**config.mk**
```make
export PLATFORM = sky130hd
export DESIGN_NAME = cpu_pipe_top
export DESIGN_NICKNAME = d
export VERILOG_FILES = /design/src/isa_pkg.sv /design/src/pipe_pkg.sv /design/src/cpu_pipe_top.sv /design/src/pipe_regs.sv /design/src/data_mem.sv /design/src/register_file.sv /design/src/exec_unit.sv /design/src/operand_forward.sv /design/src/control_hazard_unit.sv
export SDC_FILE = /design/constraint.sdc
export NUM_CORES = 2
export LEC_CHECK = 0
export BUFFER_PORTS_ARGS = -buffer_cell sky130_fd_sc_hd__clkbuf_2
export CAP_MARGIN = 15
export CORE_MARGIN = 8
export CORE_UTILIZATION = 50
export DETAILED_ROUTE_END_ITERATION = 10
export PLACE_DENSITY = 0.7
export SLEW_MARGIN = 20
export SYNTH_ARGS = -nofsm -noshare
export SYNTH_HDL_FRONTEND = slang
export SYNTH_SLANG_ARGS = --single-unit
```
**constraint.sdc**
```tcl
create_clock -name clk -period 43.4 [get_ports clk]
set_input_delay 8.68 -clock clk [delete_from_list [all_inputs] [get_ports clk]]
set_output_delay 8.68 -clock clk [all_outputs]
set_load 0.02 [all_outputs]
```
**src/isa_pkg.sv**
```systemverilog
`default_nettype none

package isa_pkg;

	// ==================================================
	// Machine widths
	// ==================================================
	localparam int NUM_REGS  = 16;
	localparam int DATA_W    = 16;
	localparam int REG_IDX_W = $clog2(NUM_REGS);
	localparam int IMM_W     = 4;

	typedef logic [DATA_W-1:0]    word_t;
	typedef logic [REG_IDX_W-1:0] reg_idx_t;
	typedef logic [IMM_W-1:0]     imm_t;

	// Implicit accumulator for MUL/DIV results and branch compares
	localparam reg_idx_t R0_IDX = '0;

	// ==================================================
	// Instruction encoding
	// ==================================================
	typedef enum logic [3:0] {
		ARITHM = 4'h0,
		LW     = 4'h1,
		SW     = 4'h2,
		BE     = 4'h3,
		BLT    = 4'h4,
		BGT    = 4'h5,
		NOP    = 4'hf
	} opcode_t;

	// Arithmetic function field, MUL and DIV target R0
	typedef logic [1:0] func_t;
	localparam func_t ADD = 2'd0;
	localparam func_t SUB = 2'd1;
	localparam func_t MUL = 2'd2;
	localparam func_t DIV = 2'd3;

	// 18-bit instruction word
	typedef struct packed {
		opcode_t  opcode;
		func_t    func;
		reg_idx_t r1;
		reg_idx_t r2;
		imm_t     imm;
	} instr_t;

endpackage

`default_nettype wire
```
**src/pipe_pkg.sv**
```systemverilog
`default_nettype none

package pipe_pkg;

	// Forwarding selects, one bit per operand and source stage
	localparam int HAZ_W = 6;
	typedef logic [HAZ_W-1:0] haz_vec_t;

	localparam int HAZ_R1_S2 = 0;
	localparam int HAZ_R1_S3 = 1;
	localparam int HAZ_R2_S2 = 2;
	localparam int HAZ_R2_S3 = 3;
	localparam int HAZ_R0_S2 = 4;
	localparam int HAZ_R0_S3 = 5;

	// Data memory geometry
	localparam int DMEM_DEPTH = 16;
	localparam int DMEM_AW    = $clog2(DMEM_DEPTH);
	typedef logic [DMEM_AW-1:0] dmem_addr_t;

	// ==================================================
	// Per-stage record and port bundles
	// ==================================================
	typedef struct packed {
		logic              valid;
		isa_pkg::opcode_t  opcode;
		isa_pkg::reg_idx_t r1;
		logic              r1_wr;
		logic              r0_en;
		isa_pkg::word_t    result;
		isa_pkg::word_t    r0;
		dmem_addr_t        addr;
		isa_pkg::word_t    sdata;
	} stage_t;

	typedef struct packed {
		logic              en;
		isa_pkg::reg_idx_t idx;
		isa_pkg::word_t    data;
		logic              r0_en;
		isa_pkg::word_t    r0_data;
	} wb_t;

	typedef struct packed {
		logic           en;
		dmem_addr_t     addr;
		isa_pkg::word_t data;
	} store_t;

	typedef struct packed {
		logic valid;
		logic taken;
	} branch_t;

endpackage

`default_nettype wire

```
**src/cpu_pipe_top.sv**
```systemverilog
`timescale 1ns/1ps
`default_nettype none

module cpu_pipe_top (
	input  logic              clk,
	input  logic              rst,
	input  isa_pkg::instr_t   instr,
	output logic              stall,
	output pipe_pkg::wb_t     wb,
	output pipe_pkg::store_t  store,
	output pipe_pkg::branch_t branch
);
	import isa_pkg::*;
	import pipe_pkg::*;

	haz_vec_t haz;
	stage_t   s2;
	stage_t   s3;
	stage_t   next;
	branch_t  ex_branch;
	word_t    rf_r1;
	word_t    rf_r2;
	word_t    rf_r0;
	word_t    load_data;
	word_t    s2_val;
	word_t    op_a;
	word_t    op_b;
	word_t    op_r0;

	// ==================================================
	// Stage s1 read, forward, execute
	// ==================================================
	control_hazard_unit u_haz (
		.opcode (instr.opcode),
		.r1     (instr.r1),
		.r2     (instr.r2),
		.s2     (s2),
		.s3     (s3),
		.haz    (haz),
		.stall  (stall)
	);

	register_file u_rf (
		.clk       (clk),
		.rst       (rst),
		.rd_a      (instr.r1),
		.rd_b      (instr.r2),
		.we        (wb.en),
		.wr_idx    (wb.idx),
		.wr_data   (wb.data),
		.r0_we     (wb.r0_en),
		.r0_data   (wb.r0_data),
		.rd_a_data (rf_r1),
		.rd_b_data (rf_r2),
		.rd_r0     (rf_r0)
	);

	// A load in s2 forwards the word being read this cycle
	assign s2_val = (s2.opcode == LW) ? load_data : s2.result;

	operand_forward u_fwd (
		.haz    (haz),
		.rf_r1  (rf_r1),
		.rf_r2  (rf_r2),
		.rf_r0  (rf_r0),
		.s2_val (s2_val),
		.s3_val (s3.result),
		.s2_r0  (s2.r0),
		.s3_r0  (s3.r0),
		.op_a   (op_a),
		.op_b   (op_b),
		.op_r0  (op_r0)
	);

	exec_unit u_exec (
		.instr  (instr),
		.op_a   (op_a),
		.op_b   (op_b),
		.op_r0  (op_r0),
		.next   (next),
		.branch (ex_branch)
	);

	pipe_regs u_regs (
		.clk       (clk),
		.rst       (rst),
		.stall     (stall),
		.next      (next),
		.load_data (load_data),
		.s2        (s2),
		.s3        (s3)
	);

	// ==================================================
	// Stage s2 memory, stage s3 writeback
	// ==================================================
	data_mem u_dmem (
		.clk   (clk),
		.rst   (rst),
		.addr  (s2.addr),
		.we    (store.en),
		.wdata (s2.sdata),
		.rdata (load_data)
	);

	assign store.en   = s2.valid && (s2.opcode == SW);
	assign store.addr = s2.addr;
	assign store.data = s2.sdata;

	// Branch outcome rides alongside s2, dropped while stalled
	always_ff @(posedge clk) begin
		if (rst || stall)
			branch <= '0;
		else
			branch <= ex_branch;
	end

	assign wb.en      = s3.r1_wr;
	assign wb.idx     = s3.r1;
	assign wb.data    = s3.result;
	assign wb.r0_en   = s3.r0_en;
	assign wb.r0_data = s3.r0;

endmodule

`default_nettype wire

```
**src/pipe_regs.sv**
```systemverilog
`timescale 1ns/1ps
`default_nettype none

module pipe_regs (
	input  logic             clk,
	input  logic             rst,
	input  logic             stall,
	input  pipe_pkg::stage_t next,
	input  isa_pkg::word_t   load_data,
	output pipe_pkg::stage_t s2,
	output pipe_pkg::stage_t s3
);
	import isa_pkg::*;
	import pipe_pkg::*;

	// Empty slot, no writes and no outputs
	localparam stage_t BUBBLE = '{opcode: NOP, default: '0};

	stage_t s3_in;

	// LW picks up its memory data on the way into s3
	always_comb begin
		s3_in = s2;
		if (s2.valid && s2.opcode == LW)
			s3_in.result = load_data;
	end

	always_ff @(posedge clk) begin
		if (rst) begin
			s2 <= BUBBLE;
			s3 <= BUBBLE;
		end else begin
			// Held branch stays in s1, s2 gets an empty slot
			s2 <= stall ? BUBBLE : next;
			s3 <= s3_in;
		end
	end

endmodule

`default_nettype wire

```
**src/data_mem.sv**
```systemverilog
`timescale 1ns/1ps
`default_nettype none

module data_mem (
	input  logic                 clk,
	input  logic                 rst,
	input  pipe_pkg::dmem_addr_t addr,
	input  logic                 we,
	input  isa_pkg::word_t       wdata,
	output isa_pkg::word_t       rdata
);
	import isa_pkg::*;
	import pipe_pkg::*;

	word_t mem [DMEM_DEPTH];

	// Read in the same cycle as the s2 address
	assign rdata = mem[addr];

	always_ff @(posedge clk) begin
		if (rst) begin
			for (int i = 0; i < DMEM_DEPTH; i++) begin
				mem[i] <= '0;
			end
		end else if (we) begin
			mem[addr] <= wdata;
		end
	end

endmodule

`default_nettype wire

```
**src/register_file.sv**
```systemverilog
`timescale 1ns/1ps
`default_nettype none

module register_file (
	input  logic              clk,
	input  logic              rst,
	input  isa_pkg::reg_idx_t rd_a,
	input  isa_pkg::reg_idx_t rd_b,
	input  logic              we,
	input  isa_pkg::reg_idx_t wr_idx,
	input  isa_pkg::word_t    wr_data,
	input  logic              r0_we,
	input  isa_pkg::word_t    r0_data,
	output isa_pkg::word_t    rd_a_data,
	output isa_pkg::word_t    rd_b_data,
	output isa_pkg::word_t    rd_r0
);
	import isa_pkg::*;

	word_t regs [NUM_REGS];

	// Combinational reads, s3 forwarding covers the write cycle
	assign rd_a_data = regs[rd_a];
	assign rd_b_data = regs[rd_b];
	assign rd_r0     = regs[R0_IDX];

	always_ff @(posedge clk) begin
		if (rst) begin
			for (int i = 0; i < NUM_REGS; i++) begin
				regs[i] <= '0;
			end
		end else begin
			// Indexed write never targets R0, both may land together
			if (we)
				regs[wr_idx] <= wr_data;
			if (r0_we)
				regs[R0_IDX] <= r0_data;
		end
	end

endmodule

`default_nettype wire

```
**src/exec_unit.sv**
```systemverilog
`timescale 1ns/1ps
`default_nettype none

module exec_unit (
	input  isa_pkg::instr_t   instr,
	input  isa_pkg::word_t    op_a,
	input  isa_pkg::word_t    op_b,
	input  isa_pkg::word_t    op_r0,
	output pipe_pkg::stage_t  next,
	output pipe_pkg::branch_t branch
);
	import isa_pkg::*;
	import pipe_pkg::*;

	logic  is_arith;
	logic  is_branch;
	word_t mul_lo;
	word_t quot;

	assign is_arith  = (instr.opcode == ARITHM);
	assign is_branch = (instr.opcode == BE) || (instr.opcode == BLT) ||
		(instr.opcode == BGT);

	// Low half of the product only
	assign mul_lo = op_a * op_b;
	// Zero divisor saturates to all ones
	assign quot   = (op_b == '0) ? '1 : op_a / op_b;

	// ==================================================
	// Next s2 record
	// ==================================================
	always_comb begin
		next        = '0;
		next.valid  = (instr.opcode != NOP);
		next.opcode = instr.opcode;
		next.r1     = instr.r1;
		next.r1_wr  = (is_arith && (instr.func == ADD || instr.func == SUB)) ||
			(instr.opcode == LW);
		next.r0_en  = is_arith && (instr.func == MUL || instr.func == DIV);
		// MUL/DIV pass r1 through unchanged
		case (instr.func)
			ADD:     next.result = op_a + op_b;
			SUB:     next.result = op_a - op_b;
			default: next.result = op_a;
		endcase
		next.r0    = (instr.func == MUL) ? mul_lo : quot;
		// Low 4 bits of base plus offset
		next.addr  = op_b[DMEM_AW-1:0] + instr.imm;
		next.sdata = op_a;
	end

	// Unsigned compare of r1 against R0
	always_comb begin
		branch.valid = is_branch;
		case (instr.opcode)
			BE:      branch.taken = (op_a == op_r0);
			BLT:     branch.taken = (op_a < op_r0);
			BGT:     branch.taken = (op_a > op_r0);
			default: branch.taken = 1'b0;
		endcase
	end

endmodule

`default_nettype wire

```
**src/operand_forward.sv**
```systemverilog
`timescale 1ns/1ps
`default_nettype none

module operand_forward (
	input  pipe_pkg::haz_vec_t haz,
	input  isa_pkg::word_t     rf_r1,
	input  isa_pkg::word_t     rf_r2,
	input  isa_pkg::word_t     rf_r0,
	input  isa_pkg::word_t     s2_val,
	input  isa_pkg::word_t     s3_val,
	input  isa_pkg::word_t     s2_r0,
	input  isa_pkg::word_t     s3_r0,
	output isa_pkg::word_t     op_a,
	output isa_pkg::word_t     op_b,
	output isa_pkg::word_t     op_r0
);
	import isa_pkg::*;
	import pipe_pkg::*;

	// Selects are one-hot per operand, order only documents priority
	function automatic word_t pick(input logic from_s2, input logic from_s3,
			input word_t rf, input word_t v2, input word_t v3);
		if (from_s2)
			return v2;
		else if (from_s3)
			return v3;
		return rf;
	endfunction

	// First source, also the store data and branch operand
	assign op_a  = pick(haz[HAZ_R1_S2], haz[HAZ_R1_S3], rf_r1, s2_val, s3_val);
	// Second source, also the address base
	assign op_b  = pick(haz[HAZ_R2_S2], haz[HAZ_R2_S3], rf_r2, s2_val, s3_val);
	// Implicit R0 for branch compares
	assign op_r0 = pick(haz[HAZ_R0_S2], haz[HAZ_R0_S3], rf_r0, s2_r0, s3_r0);

endmodule

`default_nettype wire

```
**src/control_hazard_unit.sv**
```systemverilog
`timescale 1ns/1ps
`default_nettype none

module control_hazard_unit (
	input  isa_pkg::opcode_t  opcode,
	input  isa_pkg::reg_idx_t r1,
	input  isa_pkg::reg_idx_t r2,
	input  pipe_pkg::stage_t  s2,
	input  pipe_pkg::stage_t  s3,
	output pipe_pkg::haz_vec_t haz,
	output logic              stall
);
	import isa_pkg::*;
	import pipe_pkg::*;

	logic is_branch;
	logic r1_s2;
	logic r1_s3;
	logic r2_s2;
	logic r2_s3;

	// Compare against r1 and R0 only
	assign is_branch = (opcode == BE) || (opcode == BLT) || (opcode == BGT);

	// ==================================================
	// Register matches against older writers
	// ==================================================
	// r1_wr is only ever set on a valid ADD/SUB or LW record
	assign r1_s2 = s2.r1_wr && (s2.r1 == r1);
	assign r1_s3 = s3.r1_wr && (s3.r1 == r1);
	assign r2_s2 = s2.r1_wr && (s2.r1 == r2);
	assign r2_s3 = s3.r1_wr && (s3.r1 == r2);

	// s2 holds the younger value, so it beats s3
	// Selects for operands an opcode ignores are harmless
	assign haz[HAZ_R1_S2] = r1_s2;
	assign haz[HAZ_R1_S3] = r1_s3 && !r1_s2;
	assign haz[HAZ_R2_S2] = r2_s2;
	assign haz[HAZ_R2_S3] = r2_s3 && !r2_s2;

	// R0 is implicit for every branch, no index to compare
	assign haz[HAZ_R0_S2] = is_branch && s2.r0_en;
	assign haz[HAZ_R0_S3] = is_branch && s3.r0_en && !s2.r0_en;

	// ==================================================
	// Load directly ahead of a branch on its destination
	// ==================================================
	// Hold the branch one cycle so the compare sees the
	// loaded value from s3 instead of the memory read path
	assign stall = is_branch && s2.valid && (s2.opcode == LW) && (s2.r1 == r1);

endmodule

`default_nettype wire

```
==> run metrics <==
top post-synthesis cells by area edfxtp_1 37%, mux4_2 8.8%, and2_1 7.8%, ha_1 6.7%, dfxtp_1 4.9%; Worst Hold End u_regs.s3[35]; fillers 7103; floorplan row count about 110; Top FF cell, synth edfxtp_1; CTS tree built; Min Hold Slack roughly 460 ps; FMAX 0.02435 GHz; Req. time, crit path 43870 ps; Antenna Nets Post-Route 0; drt wl/cell between 20 and 30 um; critical path's slowest cell mux4_2; slew margin rel. 0.2231; Unique masters post-synth 105; syn avg cell area 11.08 um2; CTS root buffer clkbuf_16; reg-to-reg startpoint u_dmem.addr[1]; post-route DRC violation count 0; worst clock skew 31.14 ps; Worst Reg-to-Reg Cells approximately 150; DP HPWL 95530 um; mux share of post-synthesis cell area 0.1362; DR pass1 iterations 9; Non-Filler Instances 4973; Area Growth Syn to Fin 9.397%; Compound-Gate Fraction of Synth Area 0.09951; Reg2Reg Capture Point u_regs.s2[20]; H-tree depth 3; VDD IR max between 0.05 and 0.06 mV; # IOs 82; share of cells above drive strength 1 0.1677; first-pass GRT wire length 199100 um; yosys warns 0; TritonCTS buffer count 68; die extent in y roughly 310 um; share of Yosys cell area claimed by the top area cell type 0.3656; crit end category register; Hold Crit Depth 1; Iteration-0 DRC Markers around 3600; Final nets 4166; Period minus WS final 41070 ps; critical path class in2reg; Yosys reg bits approximately 620; async set-reset flop share out of synthesis 0; DP Cell Count 4847; most used cell, CP o21a_1; die area 0.09363 mm2; Max-Cap Viols 0; sequential fraction of the synthesis area 0.4147; max incr delay on CP 560 ps; Simple-Gate Fraction of Synth Area 0.1737; top routing layer used met5; worst-skew pair later-pin latency between 600 and 700 ps; Slew Limit Fails 0; leak pwr about 18 nW; initial antenna violation count 5; CP Launch Type input port; CTS clk-pin slew, worst paths about 70 ps; Worst Path Buf+Inv 13; initial core utilization 0.5040; Worst-Margin Slew 1136 ps; FF-to-FF setup slack 9110 ps; largest area contributor in the netlist edfxtp_1; clock sinks 615; ratio of final minimum period to clock period 0.9463; Syn Inst Count 3796; Post-Route WL 134500 um; beginning of the worst hold path u_regs.s2[35]; clock tree buffer depth 3; Synth Area in Adders 0.1057; vias in the first global route 30572; status finished clean; PortBufs 81; met3 wire length 14040 um; mapped cell area 0.04205 mm2; Post-Syn Nets 4122; Met1 Wirelength 55180 um; total grt overflow 0; vias 31424; Final GP Congestion a little under 1; met2 wirelength from detailed routing 59200 um; largest net degree at the start of global routing 54; final setup fails 0; die width 306.0 um; Synth Area in XOR/XNOR 0.02616; largest family of logic cells by synthesized area simple AND/OR/NAND/NOR gates; PwrDens 54.26 mW/mm2; core footprint 0.08342 mm2; total track usage 0.2800; hold crit path type reg2reg; Fin. Hold Viols 0; Critical Path AT 41540 ps; delay-heaviest family, CP compound AO/OA/AOI/OAI gates; worst-path fanout max 32; Post-synth EDFFs 512; vias per cell 6.319; CTS Hold Bufs 0
[state kept, by name, summed over array words and instances (netlist names)]
name	count
branch	2
u_dmem.addr	4
u_dmem.mem	256
u_regs.s2	59
u_regs.s3	38
u_rf.regs	256
[Yosys cell counts (24+ instances only)]
cell / n
a211oi_1: 29
a21o_1: 39
a21oi_1: 124
a22o_1: 24
a22oi_1: 39
a31oi_1: 30
and2_1: 525
buf_2: 27
buf_4: 35
clkbuf_1: 147
dfxtp_1: 103
edfxtp_1: 512
fa_1: 82
ha_1: 224
inv_1: 175
mux2_2: 52
mux2i_1: 140
mux4_2: 165
nand2_1: 212
nand2b_1: 24
nand3_1: 53
nor2_1: 265
nor2b_1: 49
nor3_1: 80
o21a_1: 62
o21ai_0: 83
or2_2: 46
or3_1: 25
xnor2_1: 83
xor2_1: 40
[stage by stage]
stage          worst slack, ps  instance area, um2  total power [mW]    util  TNS (ps)
2_1_floorplan             3321               42050             1.565       -         0
3_3_place_gp             560.7               43680             1.880  0.5236         0
3_5_place_dp            -279.6               43680             1.890  0.5236    -279.6
4_1_cts                  198.4               45820             2.458  0.5492         0
5_1_grt                 -87.57               45990             2.639  0.5513    -87.57
6_report                  2329               46000             2.496  0.5514         0
[placed cells by master, fill, tap and decap left out, types with 23 or more instances in the layout]
master	n
mux4_2	165
a21oi_1	123
nor2_1	259
dfxtp_1	101
clkbuf_2	78
or3_1	25
a31oi_1	29
nor2b_1	48
mux2_2	52
a22o_1	24
o21a_1	61
xor2_1	40
a22oi_1	39
xnor2_1	83
clkbuf_16	71
a21o_1	38
or2_2	46
o21ai_0	78
buf_4	133
nand2b_1	24
fa_1	82
mux2i_1	138
a211oi_1	27
ha_1	224
nand3_1	53
edfxtp_1	512
inv_1	175
nor3_1	80
and2_1	526
nand4_1	23
nand2_1	210
[timing repair]
| action | 4_1_cts | 5_1_grt |
|---|---|---|
| gates resized for setup | 0 | 42 |
| setup endpoints to repair | 0 | 2 |
| buffers inserted | 0 | 3 |
[layout make-up]
| class | instances | area (um2) | area share |
|---|---|---|---|
| diodes | 4 | 10.01 | 0.0002176 |
| clock buffers | 89 | 1879 | 0.04086 |
| clock inverters | 30 | 259.0 | 0.005631 |
| inverters | 183 | 691.9 | 0.01504 |
| multi-input cells | 2757 | 22920 | 0.4982 |
| flip-flops and latches | 615 | 17440 | 0.3792 |
| well taps | 1080 | 1351 | 0.02938 |
| repair buffers | 215 | 1448 | 0.03147 |
[worst reg2reg max path: cells and delay by family, from the launching register on]
family / cells / cell delay [ps]
buf+inv: 12 / 2310
mux: 10 / 3630
compound gates: 88 / 18200
flops: 1 / 700
simple gates: 27 / 4930
fa+ha+maj: 15 / 4420
[worst max path at each step]
stage / from / end / slack [ps] / cells after the start
final: instr[4] / u_regs.s2[20] / 2330 / 152
after global routing: instr[4] / u_regs.s2[20] / -90 / 154
after CTS: instr[4] / u_regs.s2[20] / 200 / 153
after detailed placement: instr[4] / u_regs.s2[20] / -280 / 153
after global placement: instr[4] / u_regs.s2[20] / 560 / 151
after floorplan: instr[4] / u_regs.s2[20] / 3320 / 154
[power breakdown]
part	total, mW	leakage, nW	switching [mW]	internal [mW]
sequential	0.694	6.14	0.0282	0.666
combinational	1.23	11.2	0.733	0.499
clock	0.570	1.06	0.240	0.329
total	2.50	18.4	1.00	1.49
[kinds of logic after synthesis]
logic type / Yosys count
multiplexers: 359
flip-flops: 615
adder cells (fa/ha/maj): 306
AND/OR/NAND/NOR: 1367
XOR/XNOR: 124
buffers and inverters: 424
AO/OA/AOI/OAI: 601
[layer usage]
metal | GRT usage | vias up
met2 | 0.4274 | 1740
met4 | 0.1089 | 6
met5 | 0 | -
met1 | 0.3905 | 15487
met3 | 0.05996 | 341
li1 | - | 13850
No activity file was read; power rests on OpenSTA's default activity.
